$ cat config.mk
export PLATFORM = sky130hd
export DESIGN_NAME = issue_assembler
export DESIGN_NICKNAME = d
export VERILOG_FILES = /design/src/source/rs_pkg.sv /design/src/source/issue_assembler.sv
export VERILOG_INCLUDE_DIRS = /design/src /design/src/source
export SDC_FILE = /design/constraint.sdc
export NUM_CORES = 1
export LEC_CHECK = 0
export BUFFER_PORTS_ARGS = -buffer_cell sky130_fd_sc_hd__buf_4
export CAP_MARGIN = 20
export CORE_AREA = 2 2 277 279
export DETAILED_ROUTE_END_ITERATION = 6
export DIE_AREA = 0 0 279 281
export PLACE_DENSITY = 0.33
export SLEW_MARGIN = 20
export SYNTH_ARGS = -nofsm -noshare
export SYNTH_HDL_FRONTEND = slang
export SYNTH_SLANG_ARGS = --single-unit
$ cat constraint.sdc
create_clock -name vclk -period 0.8
set_input_delay 0.16 -clock vclk [all_inputs]
set_output_delay 0.16 -clock vclk [all_outputs]
set_load 0.01 [all_outputs]
$ cat src/source/rs_defines.svh
`ifndef RS_DEFINES_SVH
`define RS_DEFINES_SVH

// One station entry per functional unit
`define RS_NUM_FU 4

// Physical register tags
`define RS_NUM_PR 32

// ROB depth sets the rollback wrap
`define RS_NUM_ROB 16

// Operand width
`define RS_DATA_W 32

// Derived index widths
`define RS_FU_W $clog2(`RS_NUM_FU)
`define RS_TAG_W $clog2(`RS_NUM_PR)
`define RS_ROB_W $clog2(`RS_NUM_ROB)

`endif

$ cat src/source/rs_pkg.sv
`default_nettype none

`include "rs_defines.svh"

package rs_pkg;

  typedef logic [`RS_FU_W-1:0] fu_idx_t;
  typedef logic [`RS_TAG_W-1:0] tag_t;
  typedef logic [`RS_ROB_W-1:0] rob_idx_t;
  typedef logic [`RS_DATA_W-1:0] data_t;

  typedef enum logic [1:0] {
    FU_ALU    = 2'd0,
    FU_MUL    = 2'd1,
    FU_MEM    = 2'd2,
    FU_BRANCH = 2'd3
  } fu_kind_e;

  typedef enum logic [3:0] {
    OP_ADD  = 4'd0,
    OP_SUB  = 4'd1,
    OP_AND  = 4'd2,
    OP_OR   = 4'd3,
    OP_MUL  = 4'd4,
    OP_LOAD = 4'd5,
    OP_BEQ  = 4'd6
  } fu_op_e;

  // Kind served by each station entry with index 0 on the right
  localparam fu_kind_e [`RS_NUM_FU-1:0] fu_list = '{FU_MEM, FU_MUL, FU_ALU, FU_ALU};

  typedef struct packed {
    tag_t tag;
    logic ready;
  } src_t;

  typedef struct packed {
    fu_op_e   op;
    fu_kind_e kind;
    tag_t     dest_tag;
    rob_idx_t rob_idx;
    tag_t     src1_tag;
    tag_t     src2_tag;
  } dispatch_t;

  typedef struct packed {
    logic     busy;
    fu_op_e   op;
    tag_t     dest_tag;
    rob_idx_t rob_idx;
    src_t     src1;
    src_t     src2;
  } rs_entry_t;

  typedef struct packed {
    logic  valid;
    tag_t  tag;
    data_t value;
  } cdb_t;

  // Squash window runs from base up to base + count and wraps
  typedef struct packed {
    logic     valid;
    rob_idx_t base;
    rob_idx_t count;
  } rollback_t;

  typedef struct packed {
    logic     valid;
    fu_op_e   op;
    tag_t     dest_tag;
    rob_idx_t rob_idx;
    data_t    operand_a;
    data_t    operand_b;
  } issue_t;

  typedef issue_t [`RS_NUM_FU-1:0] issue_vec_t;
  typedef rs_entry_t [`RS_NUM_FU-1:0] rs_entry_vec_t;
  typedef tag_t [`RS_NUM_FU-1:0] tag_vec_t;
  typedef data_t [`RS_NUM_FU-1:0] data_vec_t;

endpackage

`default_nettype wire

$ cat src/source/issue_assembler.sv
`timescale 1ns/10ps
`default_nettype none

`include "rs_defines.svh"

module issue_assembler (
  input  rs_pkg::rs_entry_vec_t      entries,
  input  wire logic [`RS_NUM_FU-1:0] request,
  input  rs_pkg::data_vec_t          value_a,
  input  rs_pkg::data_vec_t          value_b,
  output rs_pkg::issue_vec_t         issue,
  output rs_pkg::tag_vec_t           read_tag_a,
  output rs_pkg::tag_vec_t           read_tag_b
);

  // Read ports follow the entry sources
  always_comb begin
    for (int i = 0; i < `RS_NUM_FU; i++) begin
      read_tag_a[i] = entries[i].src1.tag;
      read_tag_b[i] = entries[i].src2.tag;
    end
  end

  // Idle slots go out as all zero
  always_comb begin
    for (int i = 0; i < `RS_NUM_FU; i++) begin
      issue[i] = '0;
      if (request[i]) begin
        issue[i].valid     = 1'b1;
        issue[i].op        = entries[i].op;
        issue[i].dest_tag  = entries[i].dest_tag;
        issue[i].rob_idx   = entries[i].rob_idx;
        issue[i].operand_a = value_a[i];   // Already CDB bypassed
        issue[i].operand_b = value_b[i];
      end
    end
  end

endmodule

`default_nettype wire

==> summary.txt <==
Run status
  • Outcome: finished, violations left
  • Failing checks: setup timing

STA
  • RSZ-0062 raised after global routing: yes
  • Slew margin rel.: 90.33%
  • Pins Over Slew Limit: 0
  • Final Critical Period: 0.8947 ns
  • Fmax: 1.118 GHz
  • Tcrit/Tclk final: 111.8%
  • Final setup fails: 226
  • Setup ws final: -0.09474 ns
  • Endpoints failing hold: 0
  • Hold slack: 0.3200 ns
  • Tightest Pin Transition: 0.1450 ns

Setup path
  • Kind of start point of the critical path: input pin
  • CP max FO: 8
  • Kind of critical path: input pin to output pin
  • Req. time, crit path: 0.64 ns
  • Critical Path AT: 0.73 ns
  • Crit. End Element: output pin

GRT
  • GRT Overall Usage: 5.479%
  • First-pass GRT wire length: 32370 um
  • Vias in the first global route: 4843
  • GR Overflow Total: 0
  • GRT busiest layer: met2
  • GR Util met2: 10.47%
  • Largest net degree at the start of global routing: 40
  • Met3 global-route usage: 0.9061%
  • Met1 Usage GRT: 6.095%
  • Initial antenna violation count: 2

Drt
  • Routed Antenna Nets: 0
  • Drt pass-1 iters: 4
  • Iteration-0 DRC Markers: 109
  • Via-to-Cell Ratio: 2.476
  • WL final: 26760 um
  • Drt drc: 0
  • Wire per inst: 13.69 um
  • Vias: 4839

Cells and area
  • Layout Cells excl Fill: 1954
  • Layout cell share with drive strength beyond 1: 91.78%
  • Final nets: 1339
  • Area grow syn2layout: 309.4%
  • Number of sequential cells: 0
  • Final instance area: 10310 sq um
  • Clk_buf instances: 0
  • Fillers: 8661
  • Final design utilization: 13.66%
  • Storage cell area: 0 sq um

Placement
  • Placed cell areas: 7965 sq um
  • GPL Wtd Cong: 0.7827
  • IO buf count: 624
  • Placed insts: 1919
  • HPWL after DPL: 19570 um

Synthesis
  • Syn nets: 748
  • Yosys warns: 0
  • Mean Syn Cell Area: 6.556 sq um
  • Synth Instances: 384
  • Count leader, synth: and2_1
  • Top cells by area, synth: and2_1 77%, buf_4 13%, buf_6 7.2%
  • Cell taking the most area after synthesis: and2_1
  • Most frequent cells after synthesis: 308 x and2_1, 44 x buf_4, 16 x buf_2, 16 x buf_6
  • Top cell type's share of synthesized area: 76.54%
  • Netlist cell types: 4
  • Synthesized area: 2517 sq um
  • Sequential fraction of the synthesis area: 0%

Power
  • Leakage: 5.063 nW
  • Register share of total power: 0%
  • Clk pwr share: 0%
  • Logic pwr share: 100.0%
  • Peak supply drop: 0.2086 mV
  • Sw frac: 34.00%
  • PD cells: 531.8 nW/um^2
  • Internal: 3.618 mW
  • Net Sw Power: 1.864 mW

Hold path
  • Hold path start: entries[56]
  • Hold EP: read_tag_b[13]
  • Cell depth of the worst hold path: 0
  • Worst Hold Class: input pin to output pin

Floorplanning
  • Starting Density: 3.337%
  • Die Wd: 279 um
  • Top Ports: 716
  • # rows: 101
  • Die area: 78400 sq um
  • CORE AREA: 75440 sq um
  • DIE HEIGHT: 281 um

Run
  • Max-cap violations: 0
worst max path at each step:
stage | slack, ns | startpoint | endpoint
floorplan | 0.1 | request[1] | issue[125]
global placement | -0.41 | request[2] | issue[194]
detailed placement | -0.42 | request[2] | issue[194]
CTS | -0.11 | request[3] | issue[237]
global route | -0.11 | request[1] | issue[136]
finish | -0.09 | request[1] | issue[136]
area by class of cell:
type / instances / area (sq um) / area share [%]
Antenna cell: 3 / 7.507 / 0.07283
Multi-Input combinational cell: 308 / 2497 / 24.23
Tap cell: 978 / 1224 / 11.87
Timing Repair Buffer: 665 / 6579 / 63.83
metrics by stage:
stage / setup TNS [ns] / setup slack (ns) / power [mW]
detailed placement: -60.41 / -0.4224 / 3.854
global route: -17.75 / -0.1106 / 5.758
CTS: -18.91 / -0.1089 / 4.733
global placement: -59.83 / -0.4094 / 3.886
finish: -15.28 / -0.09474 / 5.481
floorplan: 0 / 0.09653 / 1.464
power groups by stage:
| stage | logic (mW) | clock network (mW) | registers (mW) |
|---|---|---|---|
| finish | 5.48 | 0.000000444 | 0 |
| global route | 5.76 | 0.000000335 | 0 |
| CTS | 4.73 | 0 | 0 |
| detailed placement | 3.85 | 0 | 0 |
| global placement | 3.89 | 0 | 0 |
| floorplan | 1.46 | 0 | 0 |
kinds of logic (layout without fill, tap and decap cells):
kind of cell | after synthesis | in the layout | share of synthesized area [%]
buf+inv | 76 | 665 | 23.46
other cells | 0 | 3 | 0
simple gates | 308 | 308 | 76.54
per-layer routing:
layer	part of all wire, %	wire length, um	up-vias
met5	0	0	-
met4	3.2	845	0
met2	53	14270	286
met1	37	10020	2241
li1	-	-	2282
met3	6.1	1627	30
cell usage in the layout, fill, tap and decap left out, drive strengths merged:
master,count
and2,308
buf,652
clkbuf,13
diode,3
worst max-delay path: stages:
cell and delay (ns):
buf_16 0.15, buf_12 0.15, and2_4 0.15, buf_6 0.12
timing repair:
action | in CTS | in global routing
endpoints found under the setup margin | 306 | 227
gates resized for setup | 236 | 256
hold buffers | 0 | 0
setup buffers | 0 | 0
gates cloned | 17 | 15
Note: power is estimated with default switching activity, not from simulation.
