$ cat src/source/rs_defines.svh
`ifndef RS_DEFINES_SVH
`define RS_DEFINES_SVH

// One station entry per functional unit
`define RS_NUM_FU 4

// Physical register tags
`define RS_NUM_PR 32

// ROB depth sets the rollback wrap
`define RS_NUM_ROB 16

// Operand width
`define RS_DATA_W 32

// Derived index widths
`define RS_FU_W $clog2(`RS_NUM_FU)
`define RS_TAG_W $clog2(`RS_NUM_PR)
`define RS_ROB_W $clog2(`RS_NUM_ROB)

`endif

$ cat src/source/rs_pkg.sv
`default_nettype none

`include "rs_defines.svh"

package rs_pkg;

  typedef logic [`RS_FU_W-1:0] fu_idx_t;
  typedef logic [`RS_TAG_W-1:0] tag_t;
  typedef logic [`RS_ROB_W-1:0] rob_idx_t;
  typedef logic [`RS_DATA_W-1:0] data_t;

  typedef enum logic [1:0] {
    FU_ALU    = 2'd0,
    FU_MUL    = 2'd1,
    FU_MEM    = 2'd2,
    FU_BRANCH = 2'd3
  } fu_kind_e;

  typedef enum logic [3:0] {
    OP_ADD  = 4'd0,
    OP_SUB  = 4'd1,
    OP_AND  = 4'd2,
    OP_OR   = 4'd3,
    OP_MUL  = 4'd4,
    OP_LOAD = 4'd5,
    OP_BEQ  = 4'd6
  } fu_op_e;

  // Kind served by each station entry with index 0 on the right
  localparam fu_kind_e [`RS_NUM_FU-1:0] fu_list = '{FU_MEM, FU_MUL, FU_ALU, FU_ALU};

  typedef struct packed {
    tag_t tag;
    logic ready;
  } src_t;

  typedef struct packed {
    fu_op_e   op;
    fu_kind_e kind;
    tag_t     dest_tag;
    rob_idx_t rob_idx;
    tag_t     src1_tag;
    tag_t     src2_tag;
  } dispatch_t;

  typedef struct packed {
    logic     busy;
    fu_op_e   op;
    tag_t     dest_tag;
    rob_idx_t rob_idx;
    src_t     src1;
    src_t     src2;
  } rs_entry_t;

  typedef struct packed {
    logic  valid;
    tag_t  tag;
    data_t value;
  } cdb_t;

  // Squash window runs from base up to base + count and wraps
  typedef struct packed {
    logic     valid;
    rob_idx_t base;
    rob_idx_t count;
  } rollback_t;

  typedef struct packed {
    logic     valid;
    fu_op_e   op;
    tag_t     dest_tag;
    rob_idx_t rob_idx;
    data_t    operand_a;
    data_t    operand_b;
  } issue_t;

  typedef issue_t [`RS_NUM_FU-1:0] issue_vec_t;
  typedef rs_entry_t [`RS_NUM_FU-1:0] rs_entry_vec_t;
  typedef tag_t [`RS_NUM_FU-1:0] tag_vec_t;
  typedef data_t [`RS_NUM_FU-1:0] data_vec_t;

endpackage

`default_nettype wire

$ cat src/source/rs_station.sv
`timescale 1ns/10ps
`default_nettype none

`include "rs_defines.svh"

module rs_station (
  input  wire logic                  clock,
  input  wire logic                  reset,
  input  wire logic                  dispatch_valid,
  input  rs_pkg::dispatch_t          dispatch,
  input  wire logic                  src1_ready,      // From operand file with CDB bypass
  input  wire logic                  src2_ready,
  input  rs_pkg::cdb_t               cdb,
  input  rs_pkg::rollback_t          rollback,
  input  wire logic [`RS_NUM_FU-1:0] fu_ready,
  output rs_pkg::rs_entry_vec_t      entries,         // After wakeup
  output logic      [`RS_NUM_FU-1:0] request,
  output logic                       dispatch_accept,
  output logic                       dispatch_stall
);

  rs_pkg::rs_entry_vec_t                    rs_q;
  rs_pkg::rs_entry_vec_t                    rs_d;
  rs_pkg::rs_entry_vec_t                    woken;
  rs_pkg::rob_idx_t      [`RS_NUM_FU-1:0]   rob_diff;
  logic                  [`RS_NUM_FU-1:0]   src1_cdb;
  logic                  [`RS_NUM_FU-1:0]   src2_cdb;
  logic                  [`RS_NUM_FU-1:0]   squash;
  logic                  [`RS_NUM_FU-1:0]   issuing;
  logic                  [`RS_NUM_FU-1:0]   free;
  logic                                     match_hit;
  rs_pkg::fu_idx_t                          match_idx;

  // CDB wakeup and rollback window per entry
  always_comb begin
    for (int i = 0; i < `RS_NUM_FU; i++) begin
      src1_cdb[i] = cdb.valid && (rs_q[i].src1.tag == cdb.tag);
      src2_cdb[i] = cdb.valid && (rs_q[i].src2.tag == cdb.tag);
      woken[i] = rs_q[i];
      woken[i].src1.ready = rs_q[i].src1.ready || src1_cdb[i];
      woken[i].src2.ready = rs_q[i].src2.ready || src2_cdb[i];
      rob_diff[i] = rs_q[i].rob_idx - rollback.base;   // Wraps modulo ROB depth
      squash[i] = rollback.valid && rs_q[i].busy && (rob_diff[i] <= rollback.count);
    end
  end

  assign entries = woken;

  // Requests and entries that leave this cycle
  always_comb begin
    for (int i = 0; i < `RS_NUM_FU; i++) begin
      request[i] = woken[i].busy && woken[i].src1.ready && woken[i].src2.ready
                   && !squash[i];
      issuing[i] = request[i] && fu_ready[i];
      // A squashed slot sits out this cycle's dispatch
      free[i] = !squash[i] && (!rs_q[i].busy || issuing[i]);
    end
  end

  // Lowest free entry of the right kind
  always_comb begin
    match_hit = 1'b0;
    match_idx = '0;
    for (int i = `RS_NUM_FU - 1; i >= 0; i--) begin
      if (free[i] && (rs_pkg::fu_list[i] == dispatch.kind)) begin
        match_hit = 1'b1;
        match_idx = rs_pkg::fu_idx_t'(i);
      end
    end
  end

  assign dispatch_accept = dispatch_valid && match_hit;
  assign dispatch_stall  = dispatch_valid && !match_hit;

  // Clear on issue or squash first, then allocate
  always_comb begin
    rs_d = woken;
    for (int i = 0; i < `RS_NUM_FU; i++) begin
      if (issuing[i] || squash[i]) begin
        rs_d[i] = '0;
      end
    end
    if (dispatch_accept) begin
      rs_d[match_idx].busy       = 1'b1;
      rs_d[match_idx].op         = dispatch.op;
      rs_d[match_idx].dest_tag   = dispatch.dest_tag;
      rs_d[match_idx].rob_idx    = dispatch.rob_idx;
      rs_d[match_idx].src1.tag   = dispatch.src1_tag;
      rs_d[match_idx].src1.ready = src1_ready;   // Looked up at dispatch
      rs_d[match_idx].src2.tag   = dispatch.src2_tag;
      rs_d[match_idx].src2.ready = src2_ready;
    end
  end

  always_ff @(posedge clock) begin
    if (reset) begin
      for (int i = 0; i < `RS_NUM_FU; i++) begin
        rs_q[i].busy <= 1'b0;   // Payload left as is
      end
    end else begin
      rs_q <= rs_d;
    end
  end

endmodule

`default_nettype wire

$ cat config.mk
export PLATFORM = sky130hd
export DESIGN_NAME = rs_station
export DESIGN_NICKNAME = d
export VERILOG_FILES = /design/src/source/rs_pkg.sv /design/src/source/rs_station.sv
export VERILOG_INCLUDE_DIRS = /design/src /design/src/source
export SDC_FILE = /design/constraint.sdc
export NUM_CORES = 1
export LEC_CHECK = 0
export BUFFER_PORTS_ARGS = -buffer_cell sky130_fd_sc_hd__buf_2
export CELL_PAD_IN_SITES_DETAIL_PLACEMENT = 1
export CELL_PAD_IN_SITES_GLOBAL_PLACEMENT = 2
export CORE_AREA = 2 2 150 152
export CTS_CLUSTER_SIZE = 24
export DETAILED_ROUTE_END_ITERATION = 10
export DIE_AREA = 0 0 152 154
export GPL_ROUTABILITY_DRIVEN = 0
export PLACE_DENSITY = 0.81
export SYNTH_ARGS = -nofsm -noshare
export SYNTH_HDL_FRONTEND = slang
export SYNTH_SLANG_ARGS = --single-unit
$ cat constraint.sdc
create_clock -name clock -period 5.25 [get_ports clock]
set_input_delay 1.05 -clock clock [delete_from_list [all_inputs] [get_ports clock]]
set_output_delay 1.05 -clock clock [all_outputs]
set_load 0.02 [all_outputs]
==> results.rst <==
.. list-table::
   :header-rows: 1

   * - Metric
     - Value
   * - Result of the run
     - finished, final reports clean
   * - Post-route clock period utilization
     - 0.939
   * - Hold Slack
     - 0.542 ns
   * - Xor and xnor fraction of the mapped netlist area
     - 0.0639
   * - Number of max-cap violations
     - 0
   * - Max-slew violation count
     - 0
   * - Total nets after synthesis
     - 821
   * - CP max stage cell
     - sky130_fd_sc_hd__ha_1
   * - Grt ovf
     - 0
   * - Detail Route Antenna Nets
     - 0
   * - Die width
     - 152 microns
   * - Crit path max fanout
     - 6
   * - Worst R2R Setup Slack
     - slightly below 2 ns
   * - P&R area growth vs syn
     - 7.76%
   * - Yosys Warn Count
     - 0
   * - Cells resized by post-CTS repair
     - 0
   * - Number of buffer cells added on primary ports
     - ~160
   * - Crit path capture type
     - output pin
   * - Initial core utilization
     - 0.329
   * - Clock sinks
     - 104
   * - Family of cells with the greatest summed delay on the critical path
     - compound AO/OA/AOI/OAI gates
   * - Endpoint arrival time on the critical path
     - 3.88 ns
   * - Master cell of the clock root buffer
     - sky130_fd_sc_hd__clkbuf_16
   * - Post-DR wirelength/cell
     - 19.6 microns
   * - Sequential element share of the synthesized area
     - 0.433
   * - Cell leakage power
     - ~3.7 nW
   * - Crit path buffers/inverters
     - 4
   * - Number of antenna violations at the first check in global routing
     - 1
   * - GR met3 Demand/Resource
     - 0.0287
   * - First-pass DRT Iterations
     - 4
   * - Number of unique standard cell types used by synthesis
     - 50
   * - Fmax
     - 203 MHz
   * - Most common cell after layout, fill and taps aside
     - sky130_fd_sc_hd__buf_2
   * - 1st-iter DRT viols
     - 380
   * - Ordered list of cells on the worst path
     - buf_2 -> inv_1 -> ha_1 -> a21o_1 -> a21oi_1 -> xnor2_1 -> ha_1 -> a21oi_1 -> o21ai_0 -> a21o_1 -> a41o_1 -> nor4_1 -> buf_4 -> and2_1 -> buf_2
   * - Asr flop ratio synth
     - 0
   * - Post CTS Setup Buffer Count
     - 0
   * - Global-route wire length before repair
     - 31400 microns
   * - All-Layer GR Usage
     - 0.174
   * - Detailed placer's ending HPWL
     - 15200 microns
   * - DRC Markers
     - 0
   * - Post-synthesis area per instance
     - 10.1 sq um
   * - TritonCTS clock tree
     - done
   * - Power per standard cell area
     - 314 nW/um^2
   * - Floorplan Core Area
     - 21700 sq um
   * - Area of the die
     - 23400 sq um
   * - Largest net degree at the start of global routing
     - 74
   * - Classification of the worst setup path
     - primary input to output pin
   * - Number of setup violations in the final report
     - 0
   * - CTS Hold Buffers Added
     - 0
   * - Synth Area in Simple Gates
     - 0.120
   * - Launching element type of the critical path
     - primary input
   * - Skew final
     - 0.00943 ns
   * - Prevailing post-synth register cell
     - sky130_fd_sc_hd__edfxtp_1
   * - Via count
     - around 5000
   * - Hold/Removal Path Class
     - register to register
   * - Total of fill cells in the finished design
     - around 2500
   * - Met1 track utilization from global routing
     - 0.247
   * - Number of vias per cell after detailed routing
     - 4.77
   * - Cell count after synthesis
     - 708
   * - Worst skew pair latency
     - between 0.3 and 0.4 ns
   * - Cell accounting for the most synthesized area
     - sky130_fd_sc_hd__edfxtp_1
   * - Total Negative Setup Slacks
     - 0 ns
   * - Number of synthesized flops with an enable pin
     - 100
   * - Maximum clock insertion buffer count
     - 2
   * - Busiest layer in global routing
     - met2
   * - Max rail drop VDD
     - 140 uV
   * - Final Routed Wirelength
     - 20400 microns
   * - Worst max-slew margin expressed relative to the limit
     - 0.341
   * - Die span in y
     - 154 microns
   * - Met2 layer usage reported by global route
     - 0.270
   * - Unrepaired setup endpoints after global routing
     - false
   * - Commonest cells after routing, fill and taps aside
     - sky130_fd_sc_hd__buf_2, sky130_fd_sc_hd__nand2_1, sky130_fd_sc_hd__edfxtp_1, sky130_fd_sc_hd__mux2i_1, sky130_fd_sc_hd__inv_1
   * - I/O pins
     - approximately 190
   * - Largest stage delay, worst path
     - between 0.2 and 0.3 ns
   * - Area share of fa/ha/maj cells after synthesis
     - 0.0604
   * - Data required time of the critical path
     - between 4 and 5 ns
   * - Register bit count reported by yosys
     - 104
   * - Share of post-route cells with drive strength above 1
     - 0.266
   * - Clock input transition at the sequential cells of the worst setup and hold paths
     - 0.07 ns
   * - Cells taking the most area after synthesis
     - sky130_fd_sc_hd__edfxtp_1, sky130_fd_sc_hd__buf_4, sky130_fd_sc_hd__mux2i_1
   * - Slew at the pin closest to its max-slew limit
     - 0.989 ns
   * - Multiplexer area fraction after synthesis
     - 0.0702
   * - Number of levels in the clock H-tree
     - 3
   * - Via count of the first global-routing pass
     - 5151
   * - Share of the synthesized area in compound gates (AO/OA/AOI/OAI)
     - 0.0869
   * - Standard-cell rows
     - 54
   * - Area of the mapped netlist
     - slightly above 7000 sq um
   * - Largest family of logic cells by synthesized area
     - buffers and inverters
   * - Final critical delay including setup and external delays
     - 4.93 ns
   * - Total number of nets in the final design
     - slightly below 900
   * - Final hold vios
     - 0
   * - Clock buffers created by TritonCTS
     - 9
   * - Area share of the leading cell type in the synthesized netlist
     - 0.421
-- per-layer routing --
layer  vias to the layer above  part of all wire
met4                         0             0.017
met2                        96              0.46
met5                         -                 0
met3                        17             0.039
li1                       2430                 -
met1                      2440              0.49
-- flip-flops by register name (all words and copies together) (netlist names) --
| signal | flops |
|---|---|
| entries | 96 |
| rs_q | 8 |
-- final timing paths --
kind                                  to  depth (start not counted)              startpoint
setup / recovery          dispatch_stall                         15             rollback[5]
hold reg to reg   entries[51]$_SDFF_PP0_                          2  entries[51]$_SDFF_PP0_
hold / removal    entries[51]$_SDFF_PP0_                          2  entries[51]$_SDFF_PP0_
setup reg to reg      rs_q[26]$_DFFE_PN_                         12   entries[13]$_DFFE_PN_
-- power by group --
part | internal, mW | switching (mW) | total [mW]
Sequential | 1.02 | 0.0607 | 1.08
Combinational | 0.217 | 0.386 | 0.603
Clock | 0.414 | 0.318 | 0.733
-- cells by family (layout without fill, tap and decap cells) --
logic type	after synthesis	after routing
buffers and inverters	178	233
xor gates and xnor gates	52	52
and+or+nand+nor	195	195
DFF	104	104
other	0	1
muxes	50	50
adders and majority gates	32	32
AOI/OAI and AO/OA	97	97
-- worst register-to-register path: cells and delay by family (launching register included) --
kind                     cells  cell delay [ns]
flip-flops                   1             0.49
AO/OA/AOI/OAI                6             1.19
buffers and inverters        1             0.32
XOR/XNOR                     1             0.15
multiplexers                 1             0.19
AND/OR/NAND/NOR              1             0.10
adder cells (fa/ha/maj)      2             0.59
-- layout make-up --
type | count | area (sq um) | area share
well taps | 280 | 350 | 0.0456
clock inverters | 7 | 86.3 | 0.0112
flip-flops and latches | 104 | 3080 | 0.401
repair buffers | 169 | 873 | 0.114
diodes | 1 | 2.50 | 0.000326
multi-input cells | 426 | 2880 | 0.375
inverters | 48 | 183 | 0.0238
clock buffers | 9 | 225 | 0.0293
-- Yosys cell counts (7+ instances only) --
cell	instances
sky130_fd_sc_hd__a21oi_1	15
sky130_fd_sc_hd__buf_2	7
sky130_fd_sc_hd__buf_4	100
sky130_fd_sc_hd__buf_6	7
sky130_fd_sc_hd__edfxtp_1	100
sky130_fd_sc_hd__ha_1	28
sky130_fd_sc_hd__inv_1	48
sky130_fd_sc_hd__mux2i_1	50
sky130_fd_sc_hd__nand2_1	132
sky130_fd_sc_hd__nand3_1	25
sky130_fd_sc_hd__nor2_1	9
sky130_fd_sc_hd__nor4_1	9
sky130_fd_sc_hd__o21ai_0	40
sky130_fd_sc_hd__o21ai_1	11
sky130_fd_sc_hd__xnor2_1	16
sky130_fd_sc_hd__xor2_1	36
-- metrics by stage --
step | util | total power [mW] | instances | worst slack [ns] | instance area [sq um]
2_1_floorplan | - | 1.59 | 708 | 0.591 | 7130
3_3_place_gp | 0.340 | 1.69 | 1027 | 0.355 | 7370
3_5_place_dp | 0.340 | 1.71 | 1027 | 0.293 | 7370
4_1_cts | 0.354 | 2.44 | 1043 | 0.292 | 7680
5_1_grt | 0.354 | 2.54 | 1044 | 0.0407 | 7680
6_report | 0.354 | 2.41 | 1044 | 0.319 | 7680
No activity file was read; power rests on OpenSTA's default activity.
